**src/lab_pkg.sv**
```systemverilog
package lab_pkg;

    localparam int LED_W        = 10;  // shift register and led width
    localparam int SW_W         = 6;   // switches in use
    localparam int KEY_W        = 2;
    localparam int DIGITS       = 6;   // seven-segment digits on the board
    localparam int STROBE_CNT_W = 16;
    localparam int HIT_CNT_W    = 8;

    // board values, a simulation passes much smaller ones to board_top
    localparam int DEBOUNCE_DEPTH_DEFAULT = 8;
    localparam int STROBE_WIDTH_DEFAULT   = 23;

    localparam int PATTERN_LEN = 3;  // length of the 1-0-1 pattern

    typedef enum logic [1:0] {
        MOORE_IDLE,
        MOORE_GOT1,
        MOORE_GOT10,
        MOORE_HIT
    } moore_state_t;

    typedef enum logic [1:0] {
        MEALY_IDLE,
        MEALY_GOT1,
        MEALY_GOT10
    } mealy_state_t;

    // active-low segments, bit 0 is segment a
    localparam logic [6:0] SEG_TABLE [16] = '{
        7'h40, 7'h79, 7'h24, 7'h30,  // 0 1 2 3
        7'h19, 7'h12, 7'h02, 7'h78,  // 4 5 6 7
        7'h00, 7'h10, 7'h08, 7'h03,  // 8 9 A b
        7'h46, 7'h21, 7'h06, 7'h0e   // C d E F
    };

endpackage

```
**src/board_top.sv**
```systemverilog
module board_top #(
    parameter int DEBOUNCE_DEPTH = lab_pkg::DEBOUNCE_DEPTH_DEFAULT,
    parameter int STROBE_WIDTH   = lab_pkg::STROBE_WIDTH_DEFAULT
) (
    input  logic                      clk,
    input  logic                      i_rst_n,
    input  logic [lab_pkg::KEY_W-1:0] i_key,
    input  logic [lab_pkg::SW_W-1:0]  i_sw,
    output logic [lab_pkg::LED_W-1:0] o_led,
    output logic [7:0]                o_hex0,
    output logic [7:0]                o_hex1,
    output logic [7:0]                o_hex2,
    output logic [7:0]                o_hex3,
    output logic [7:0]                o_hex4,
    output logic [7:0]                o_hex5
);

    logic [lab_pkg::KEY_W-1:0]        key_db;  // 1 means pressed
    logic [lab_pkg::SW_W-1:0]         sw_db;
    logic                             shift_strobe;
    logic                             serial_bit;
    logic                             moore_hit;
    logic                             mealy_hit;
    logic [lab_pkg::STROBE_CNT_W-1:0] strobe_cnt;
    logic [lab_pkg::HIT_CNT_W-1:0]    moore_cnt;
    logic [lab_pkg::HIT_CNT_W-1:0]    mealy_cnt;
    logic [4*lab_pkg::DIGITS-1:0]     display_value;

    sync_and_debounce #(.W(lab_pkg::KEY_W), .DEPTH(DEBOUNCE_DEPTH)) key_debounce_i (
        .clk(clk), .i_rst_n(i_rst_n), .i_in(~i_key), .o_out(key_db)  // keys are active low
    );

    sync_and_debounce #(.W(lab_pkg::SW_W), .DEPTH(DEBOUNCE_DEPTH)) sw_debounce_i (
        .clk(clk), .i_rst_n(i_rst_n), .i_in(i_sw), .o_out(sw_db)
    );

    serial_shifter #(.STROBE_W(STROBE_WIDTH)) serial_shifter_i (
        .clk(clk), .i_rst_n(i_rst_n),
        .i_hold(key_db[0]), .i_data(key_db[1]),
        .o_shift_strobe(shift_strobe), .o_serial_bit(serial_bit), .o_led(o_led)
    );

    seq_detect_moore seq_detect_moore_i (
        .clk(clk), .i_rst_n(i_rst_n), .i_en(shift_strobe), .i_bit(serial_bit), .o_hit(moore_hit)
    );

    seq_detect_mealy seq_detect_mealy_i (
        .clk(clk), .i_rst_n(i_rst_n), .i_en(shift_strobe), .i_bit(serial_bit), .o_hit(mealy_hit)
    );

    event_counters event_counters_i (
        .clk(clk), .i_rst_n(i_rst_n),
        .i_strobe(shift_strobe), .i_moore_hit(moore_hit), .i_mealy_hit(mealy_hit),
        .o_strobe_cnt(strobe_cnt), .o_moore_cnt(moore_cnt), .o_mealy_cnt(mealy_cnt)
    );

    // only the low strobe byte fits on the six digits
    assign display_value = {strobe_cnt[7:0], moore_cnt, mealy_cnt};

    seven_segment_display seven_segment_display_i (
        .i_value(display_value), .i_dp_n(~sw_db),
        .o_hex0(o_hex0), .o_hex1(o_hex1), .o_hex2(o_hex2),
        .o_hex3(o_hex3), .o_hex4(o_hex4), .o_hex5(o_hex5)
    );

endmodule

```
**src/event_counters.sv**
```systemverilog
module event_counters (
    input  logic                             clk,
    input  logic                             i_rst_n,
    input  logic                             i_strobe,
    input  logic                             i_moore_hit,
    input  logic                             i_mealy_hit,
    output logic [lab_pkg::STROBE_CNT_W-1:0] o_strobe_cnt,
    output logic [lab_pkg::HIT_CNT_W-1:0]    o_moore_cnt,
    output logic [lab_pkg::HIT_CNT_W-1:0]    o_mealy_cnt
);

    logic moore_inc;
    logic mealy_inc;

    // a hit counts only on the edge that consumes a bit
    assign moore_inc = i_strobe & i_moore_hit;
    assign mealy_inc = i_strobe & i_mealy_hit;

    always_ff @(posedge clk or negedge i_rst_n) begin
        if (!i_rst_n) begin
            o_strobe_cnt <= '0;
            o_moore_cnt  <= '0;
            o_mealy_cnt  <= '0;
        end else begin
            if (i_strobe) begin
                o_strobe_cnt <= o_strobe_cnt + 1'b1;  // wraps at 2^16
            end
            if (moore_inc) begin
                o_moore_cnt <= o_moore_cnt + 1'b1;
            end
            if (mealy_inc) begin
                o_mealy_cnt <= o_mealy_cnt + 1'b1;
            end
        end
    end

endmodule

```
**src/seq_detect_mealy.sv**
```systemverilog
module seq_detect_mealy (
    input  logic clk,
    input  logic i_rst_n,
    input  logic i_en,
    input  logic i_bit,
    output logic o_hit
);

    lab_pkg::mealy_state_t state;
    lab_pkg::mealy_state_t state_next;

    always_ff @(posedge clk or negedge i_rst_n) begin
        if (!i_rst_n) begin
            state <= lab_pkg::MEALY_IDLE;
        end else if (i_en) begin
            state <= state_next;
        end
    end

    always_comb begin
        state_next = state;
        unique case (state)
            lab_pkg::MEALY_IDLE:  state_next = i_bit ? lab_pkg::MEALY_GOT1 : lab_pkg::MEALY_IDLE;
            lab_pkg::MEALY_GOT1:  state_next = i_bit ? lab_pkg::MEALY_GOT1 : lab_pkg::MEALY_GOT10;
            lab_pkg::MEALY_GOT10: state_next = i_bit ? lab_pkg::MEALY_GOT1 : lab_pkg::MEALY_IDLE;
            default:              state_next = lab_pkg::MEALY_IDLE;  // unused encoding
        endcase
    end

    // hit in the same cycle as the bit that closes the pattern
    assign o_hit = i_en & (state == lab_pkg::MEALY_GOT10) & i_bit;

    a_hit_on_strobe: assert property (@(posedge clk) disable iff (!i_rst_n)
        o_hit |-> i_en ##1 (state == lab_pkg::MEALY_GOT1))
        else $error("mealy hit off the strobe or %0d-bit pattern not reopened",
                    lab_pkg::PATTERN_LEN);

endmodule

```
**src/seq_detect_moore.sv**
```systemverilog
module seq_detect_moore (
    input  logic clk,
    input  logic i_rst_n,
    input  logic i_en,
    input  logic i_bit,
    output logic o_hit
);

    lab_pkg::moore_state_t state;
    lab_pkg::moore_state_t state_next;

    always_ff @(posedge clk or negedge i_rst_n) begin
        if (!i_rst_n) begin
            state <= lab_pkg::MOORE_IDLE;
        end else if (i_en) begin
            state <= state_next;
        end
    end

    always_comb begin
        state_next = state;
        unique case (state)
            lab_pkg::MOORE_IDLE:  state_next = i_bit ? lab_pkg::MOORE_GOT1 : lab_pkg::MOORE_IDLE;
            lab_pkg::MOORE_GOT1:  state_next = i_bit ? lab_pkg::MOORE_GOT1 : lab_pkg::MOORE_GOT10;
            lab_pkg::MOORE_GOT10: state_next = i_bit ? lab_pkg::MOORE_HIT  : lab_pkg::MOORE_IDLE;
            // the closing 1 can open the next pattern
            lab_pkg::MOORE_HIT:   state_next = i_bit ? lab_pkg::MOORE_GOT1 : lab_pkg::MOORE_GOT10;
            default:              state_next = lab_pkg::MOORE_IDLE;
        endcase
    end

    assign o_hit = (state == lab_pkg::MOORE_HIT);  // one consumed bit late

    // HIT is entered only by a consumed 1 after 1-0, and left on the next bit
    a_hit_entry: assert property (@(posedge clk) disable iff (!i_rst_n)
        o_hit |-> $past((state == lab_pkg::MOORE_GOT10 && i_en && i_bit)
                        || (state == lab_pkg::MOORE_HIT && !i_en)))
        else $error("moore hit without a completed %0d-bit pattern",
                    lab_pkg::PATTERN_LEN);

endmodule

```
**src/serial_shifter.sv**
```systemverilog
module serial_shifter #(
    parameter int STROBE_W = 23
) (
    input  logic                     clk,
    input  logic                     i_rst_n,
    input  logic                     i_hold,
    input  logic                     i_data,
    output logic                     o_shift_strobe,
    output logic                     o_serial_bit,
    output logic [lab_pkg::LED_W-1:0] o_led
);

    logic [STROBE_W-1:0]       strobe_cnt;
    logic                      strobe_q;
    logic [lab_pkg::LED_W-1:0] shift_q;

    // free-running divider, frozen while the hold key is down
    always_ff @(posedge clk or negedge i_rst_n) begin
        if (!i_rst_n) begin
            strobe_cnt <= '0;
            strobe_q   <= 1'b0;
        end else begin
            strobe_q <= ~i_hold & (&strobe_cnt);  // carry out of the divider
            if (!i_hold) begin
                strobe_cnt <= strobe_cnt + 1'b1;
            end
        end
    end

    // new bit enters at the top, bit 0 drops out to the detectors
    always_ff @(posedge clk or negedge i_rst_n) begin
        if (!i_rst_n) begin
            shift_q <= '0;
        end else if (strobe_q) begin
            shift_q <= {i_data, shift_q[lab_pkg::LED_W-1:1]};
        end
    end

    assign o_shift_strobe = strobe_q;
    assign o_serial_bit   = shift_q[0];  // bit consumed on the strobe edge
    assign o_led          = shift_q;

    a_strobe_single: assert property (@(posedge clk) disable iff (!i_rst_n)
        o_shift_strobe |=> !o_shift_strobe)
        else $error("shift strobe lasted more than one cycle");

endmodule

```
**src/seven_segment_display.sv**
```systemverilog
module seven_segment_display (
    input  logic [4*lab_pkg::DIGITS-1:0] i_value,
    input  logic [lab_pkg::SW_W-1:0]     i_dp_n,
    output logic [7:0]                   o_hex0,
    output logic [7:0]                   o_hex1,
    output logic [7:0]                   o_hex2,
    output logic [7:0]                   o_hex3,
    output logic [7:0]                   o_hex4,
    output logic [7:0]                   o_hex5
);

    logic [7:0] digit_seg [lab_pkg::DIGITS];

    // one nibble per digit, decimal point on top
    for (genvar d = 0; d < lab_pkg::DIGITS; d++) begin : g_digit
        logic [3:0] nibble;

        assign nibble       = i_value[4*d +: 4];
        assign digit_seg[d] = {i_dp_n[d], lab_pkg::SEG_TABLE[nibble]};
    end

    assign o_hex0 = digit_seg[0];  // mealy count, low nibble
    assign o_hex1 = digit_seg[1];
    assign o_hex2 = digit_seg[2];  // moore count
    assign o_hex3 = digit_seg[3];
    assign o_hex4 = digit_seg[4];  // strobe count, low byte
    assign o_hex5 = digit_seg[5];

endmodule

```
**src/sync_and_debounce.sv**
```systemverilog
module sync_and_debounce #(
    parameter int W     = 1,
    parameter int DEPTH = 8
) (
    input  logic         clk,
    input  logic         i_rst_n,
    input  logic [W-1:0] i_in,
    output logic [W-1:0] o_out
);

    logic [W-1:0] sync_q1;
    logic [W-1:0] sync_q2;  // metastability-safe copy of i_in

    always_ff @(posedge clk or negedge i_rst_n) begin
        if (!i_rst_n) begin
            sync_q1 <= '0;
            sync_q2 <= '0;
        end else begin
            sync_q1 <= i_in;
            sync_q2 <= sync_q1;
        end
    end

    // each bit counts how long the input has disagreed with the output
    for (genvar i = 0; i < W; i++) begin : g_bit
        logic [DEPTH-1:0] stable_cnt;
        logic             out_q;

        always_ff @(posedge clk or negedge i_rst_n) begin
            if (!i_rst_n) begin
                stable_cnt <= '0;
                out_q      <= 1'b0;
            end else if (sync_q2[i] == out_q) begin
                stable_cnt <= '0;  // bounced back, start over
            end else if (&stable_cnt) begin
                stable_cnt <= '0;
                out_q      <= sync_q2[i];  // held for 2^DEPTH cycles
            end else begin
                stable_cnt <= stable_cnt + 1'b1;
            end
        end

        assign o_out[i] = out_q;
    end

    a_out_follows_sync: assert property (@(posedge clk) disable iff (!i_rst_n)
        ((o_out ^ $past(o_out)) & (o_out ^ $past(sync_q2))) == '0)
        else $error("debounced output took a value the synchronizer did not hold");

endmodule
```
**config.mk**
```make
export PLATFORM = sky130hd
export DESIGN_NAME = board_top
export DESIGN_NICKNAME = d
export VERILOG_FILES = /design/src/lab_pkg.sv /design/src/board_top.sv /design/src/event_counters.sv /design/src/seq_detect_mealy.sv /design/src/seq_detect_moore.sv /design/src/serial_shifter.sv /design/src/seven_segment_display.sv /design/src/sync_and_debounce.sv
export SDC_FILE = /design/constraint.sdc
export NUM_CORES = 1
export LEC_CHECK = 0
export BUFFER_PORTS_ARGS = -buffer_cell sky130_fd_sc_hd__buf_2
export CORE_MARGIN = 8
export CORE_UTILIZATION = 30
export DETAILED_ROUTE_END_ITERATION = 8
export SLEW_MARGIN = 20
export SYNTH_ARGS = -nofsm -noshare
export SYNTH_HDL_FRONTEND = slang
export SYNTH_HIERARCHICAL = 1
export SYNTH_SLANG_ARGS = --single-unit
```
**constraint.sdc**
```tcl
create_clock -name clk -period 2.2 [get_ports clk]
set_clock_uncertainty 0.15 [all_clocks]
set_input_delay 0.44 -clock clk [delete_from_list [all_inputs] [get_ports clk]]
set_output_delay 0.44 -clock clk [all_outputs]
set_load 0.05 [all_outputs]
```
==> flow_summary.ini <==
[routing]
vias_per_cell = 4.62
drc = 0
wl_mm = 17.2
ant_nets = 0
drt_first_iter_violations = 177
vias = 6120
wire_per_inst_um = 13.0
dr.pass1.iters = 6

[worst_setup_path]
worstSetupPathType = reg2out
slowest_delay_ns = 0.48
r2r-end = event_counters_i/o_moore_cnt[7]
r2r_slack_ns = 0.27
slowest_stage = mux4_2
worstPathCellList = inv_2, buf_6, ha_4, inv_2, mux4_2, buf_8
worstPathRequired_ns = 1.61
cpMostUsedCell = inv_2
cp-end-kind = output pin
cp.arrival_ns = 1.91
r2r_start = event_counters_i/o_moore_cnt[2]
cp-start-kind = register
r2r_cells = 4
cp_max_fo = 4

[global_routing]
grt_usage = 0.104
grt_pass1_vias = 6166
antenna_found_initial = 0
grt_start_max_net_pins = 45
grt_pass1_wl_mm = 29.3
overflow = 0

[timing]
fmax_mhz = 400
period_minus_slack_ns = 2.50
hold_violations = 0
setup_slack_ns = -0.297
finalMaxSlewViolations = 0
relSlewSlack = 0.653
rsz0062_at_grt = true
fin_crit_sh = 1.14
worst_slew_pin_slew_ns = 0.517
setup_tns_ns = -5.86
setup_viol = 40

[clocking]
clockBufferDepth = 2
htree_levels = 4
clkSlewWorstSetupHoldPaths_ns = 0.06
cts-root-buf = clkbuf_16
numCtsBuffers = 17
clk_latency_ns = 0.42
cts_num_sinks = 150
cts_tree = yes

[synthesis]
synth.avg_cell_area_um2 = 10.6
syn_area_um2 = 8340
syn_nets = 850
synth_warnings = 6
syn_inst = 786

[die]
pin_count = 68
die_w_um = 183
core-area_um2 = 27600
rows = 61
die_area_um2 = 33400
die_h_um = 183
initial_core_util = 0.303

[placement]
dpl_cell_area_um2 = 9330
gp_congestion = 0.762
io_buffer_count = 67
place_hpwl_mm = 11.3
place_inst = 1241

[run_status]
violations = setup timing
status = finished, violations left

[cells_and_area]
finish.instance_area_um2 = 11400
stdcell_count = 1326
area_delta_synth_final_pct = 36.3
layout_common_cells = dfrtp_1 (141), nor2_1 (67), buf_6 (67)
n_antenna_cell = 0
finish.utilization = 0.413
drive_above_1_share = 0.376
layout_commonest_cell = dfrtp_1
nets = 999

[min_path]
min_from = sw_debounce_i/sync_q1[5]
holdPathEnd = sw_debounce_i/sync_q2[5]
hold_path_depth = 0
holdCritPathClass = reg2reg

[power_and_ir_drop]
ir_worst_vdd_mv = 0.407
p_leak_nw = 4.89
power_density_nw_per_um2 = 539

[run]
cap_violations = 0
## how the worst max path moves through the flow
stage,startpoint,to,slack (ns),cells after the start
4_1_cts,event_counters_i/o_strobe_cnt[4],o_hex5[3],-0.32,5
3_5_place_dp,event_counters_i/o_strobe_cnt[0],o_hex4[3],0.06,5
2_1_floorplan,event_counters_i/o_moore_cnt[0],o_hex2[5],-0.008,3
6_report,event_counters_i/o_strobe_cnt[5],o_hex5[3],-0.30,6
5_1_grt,event_counters_i/o_mealy_cnt[0],o_hex0[3],-0.39,5
3_3_place_gp,event_counters_i/o_strobe_cnt[5],o_hex5[0],0.08,6
## per-layer routing
metal	wire (um)	track usage
met1	7880	0.131
met2	8440	0.175
met3	643	0.0267
met4	212	0.0295
met5	0	0
## layout make-up
| cell class | instances | area [um^2] |
|---|---|---|
| repair buffers | 161 | 1520 |
| inverters | 42 | 175 |
| fillers | 2573 | 16200 |
| clock buffers | 20 | 457 |
| multi-input cells | 563 | 4810 |
| flip-flops and latches | 150 | 3760 |
| clock inverters | 12 | 164 |
| well taps | 378 | 473 |
## state kept, by name, summed over array words and instances (netlist names)
signal and flops:
sw_debounce_i/g_bit.out_q 6, seq_detect_moore_i/state 2, sw_debounce_i/sync_q2 6, event_counters_i/o_strobe_cnt 8, sw_debounce_i/g_bit.stable_cnt 48, serial_shifter_i/o_led 10
key_debounce_i/sync_q1 2, serial_shifter_i/strobe_cnt 23, serial_shifter_i/o_shift_strobe 1, key_debounce_i/g_bit.out_q 2, sw_debounce_i/sync_q1 6, key_debounce_i/sync_q2 2
seq_detect_mealy_i/state 2, key_debounce_i/g_bit.stable_cnt 16, event_counters_i/o_moore_cnt 8, event_counters_i/o_mealy_cnt 8
## report_power, final
group | leakage [nW] | switching [mW] | internal [mW] | total (mW)
logic | 2.58 | 0.121 | 0.0802 | 0.201
registers | 2.01 | 0.0582 | 2.81 | 2.87
clock network | 0.302 | 1.19 | 1.87 | 3.06
total | 4.89 | 1.37 | 4.76 | 6.12
## stage by stage
stage	hold WS, ns	worst slack [ns]	power (mW)
after CTS	0.199	-0.319	6.27
after floorplan	-0.00559	-0.00777	3.00
after global placement	0.182	0.0840	3.11
after detailed placement	0.185	0.0559	3.11
final	0.197	-0.297	6.12
after global routing	0.209	-0.389	6.40
## repair_timing
item	CTS	global route
endpoints found under the setup margin	42	42
pin swaps	28	35
endpoints found under the hold margin	38	0
setup buffers	19	27
resized for setup	185	86
hold buffers	9	0
## worst max-delay path, delay by kind of cell (launching register included)
family / cells / cell delay, ns
fa+ha+maj: 1 / 0.26
buf+inv: 4 / 0.40
flops: 1 / 0.36
mux: 1 / 0.48
(Power assumes the default switching activity.)
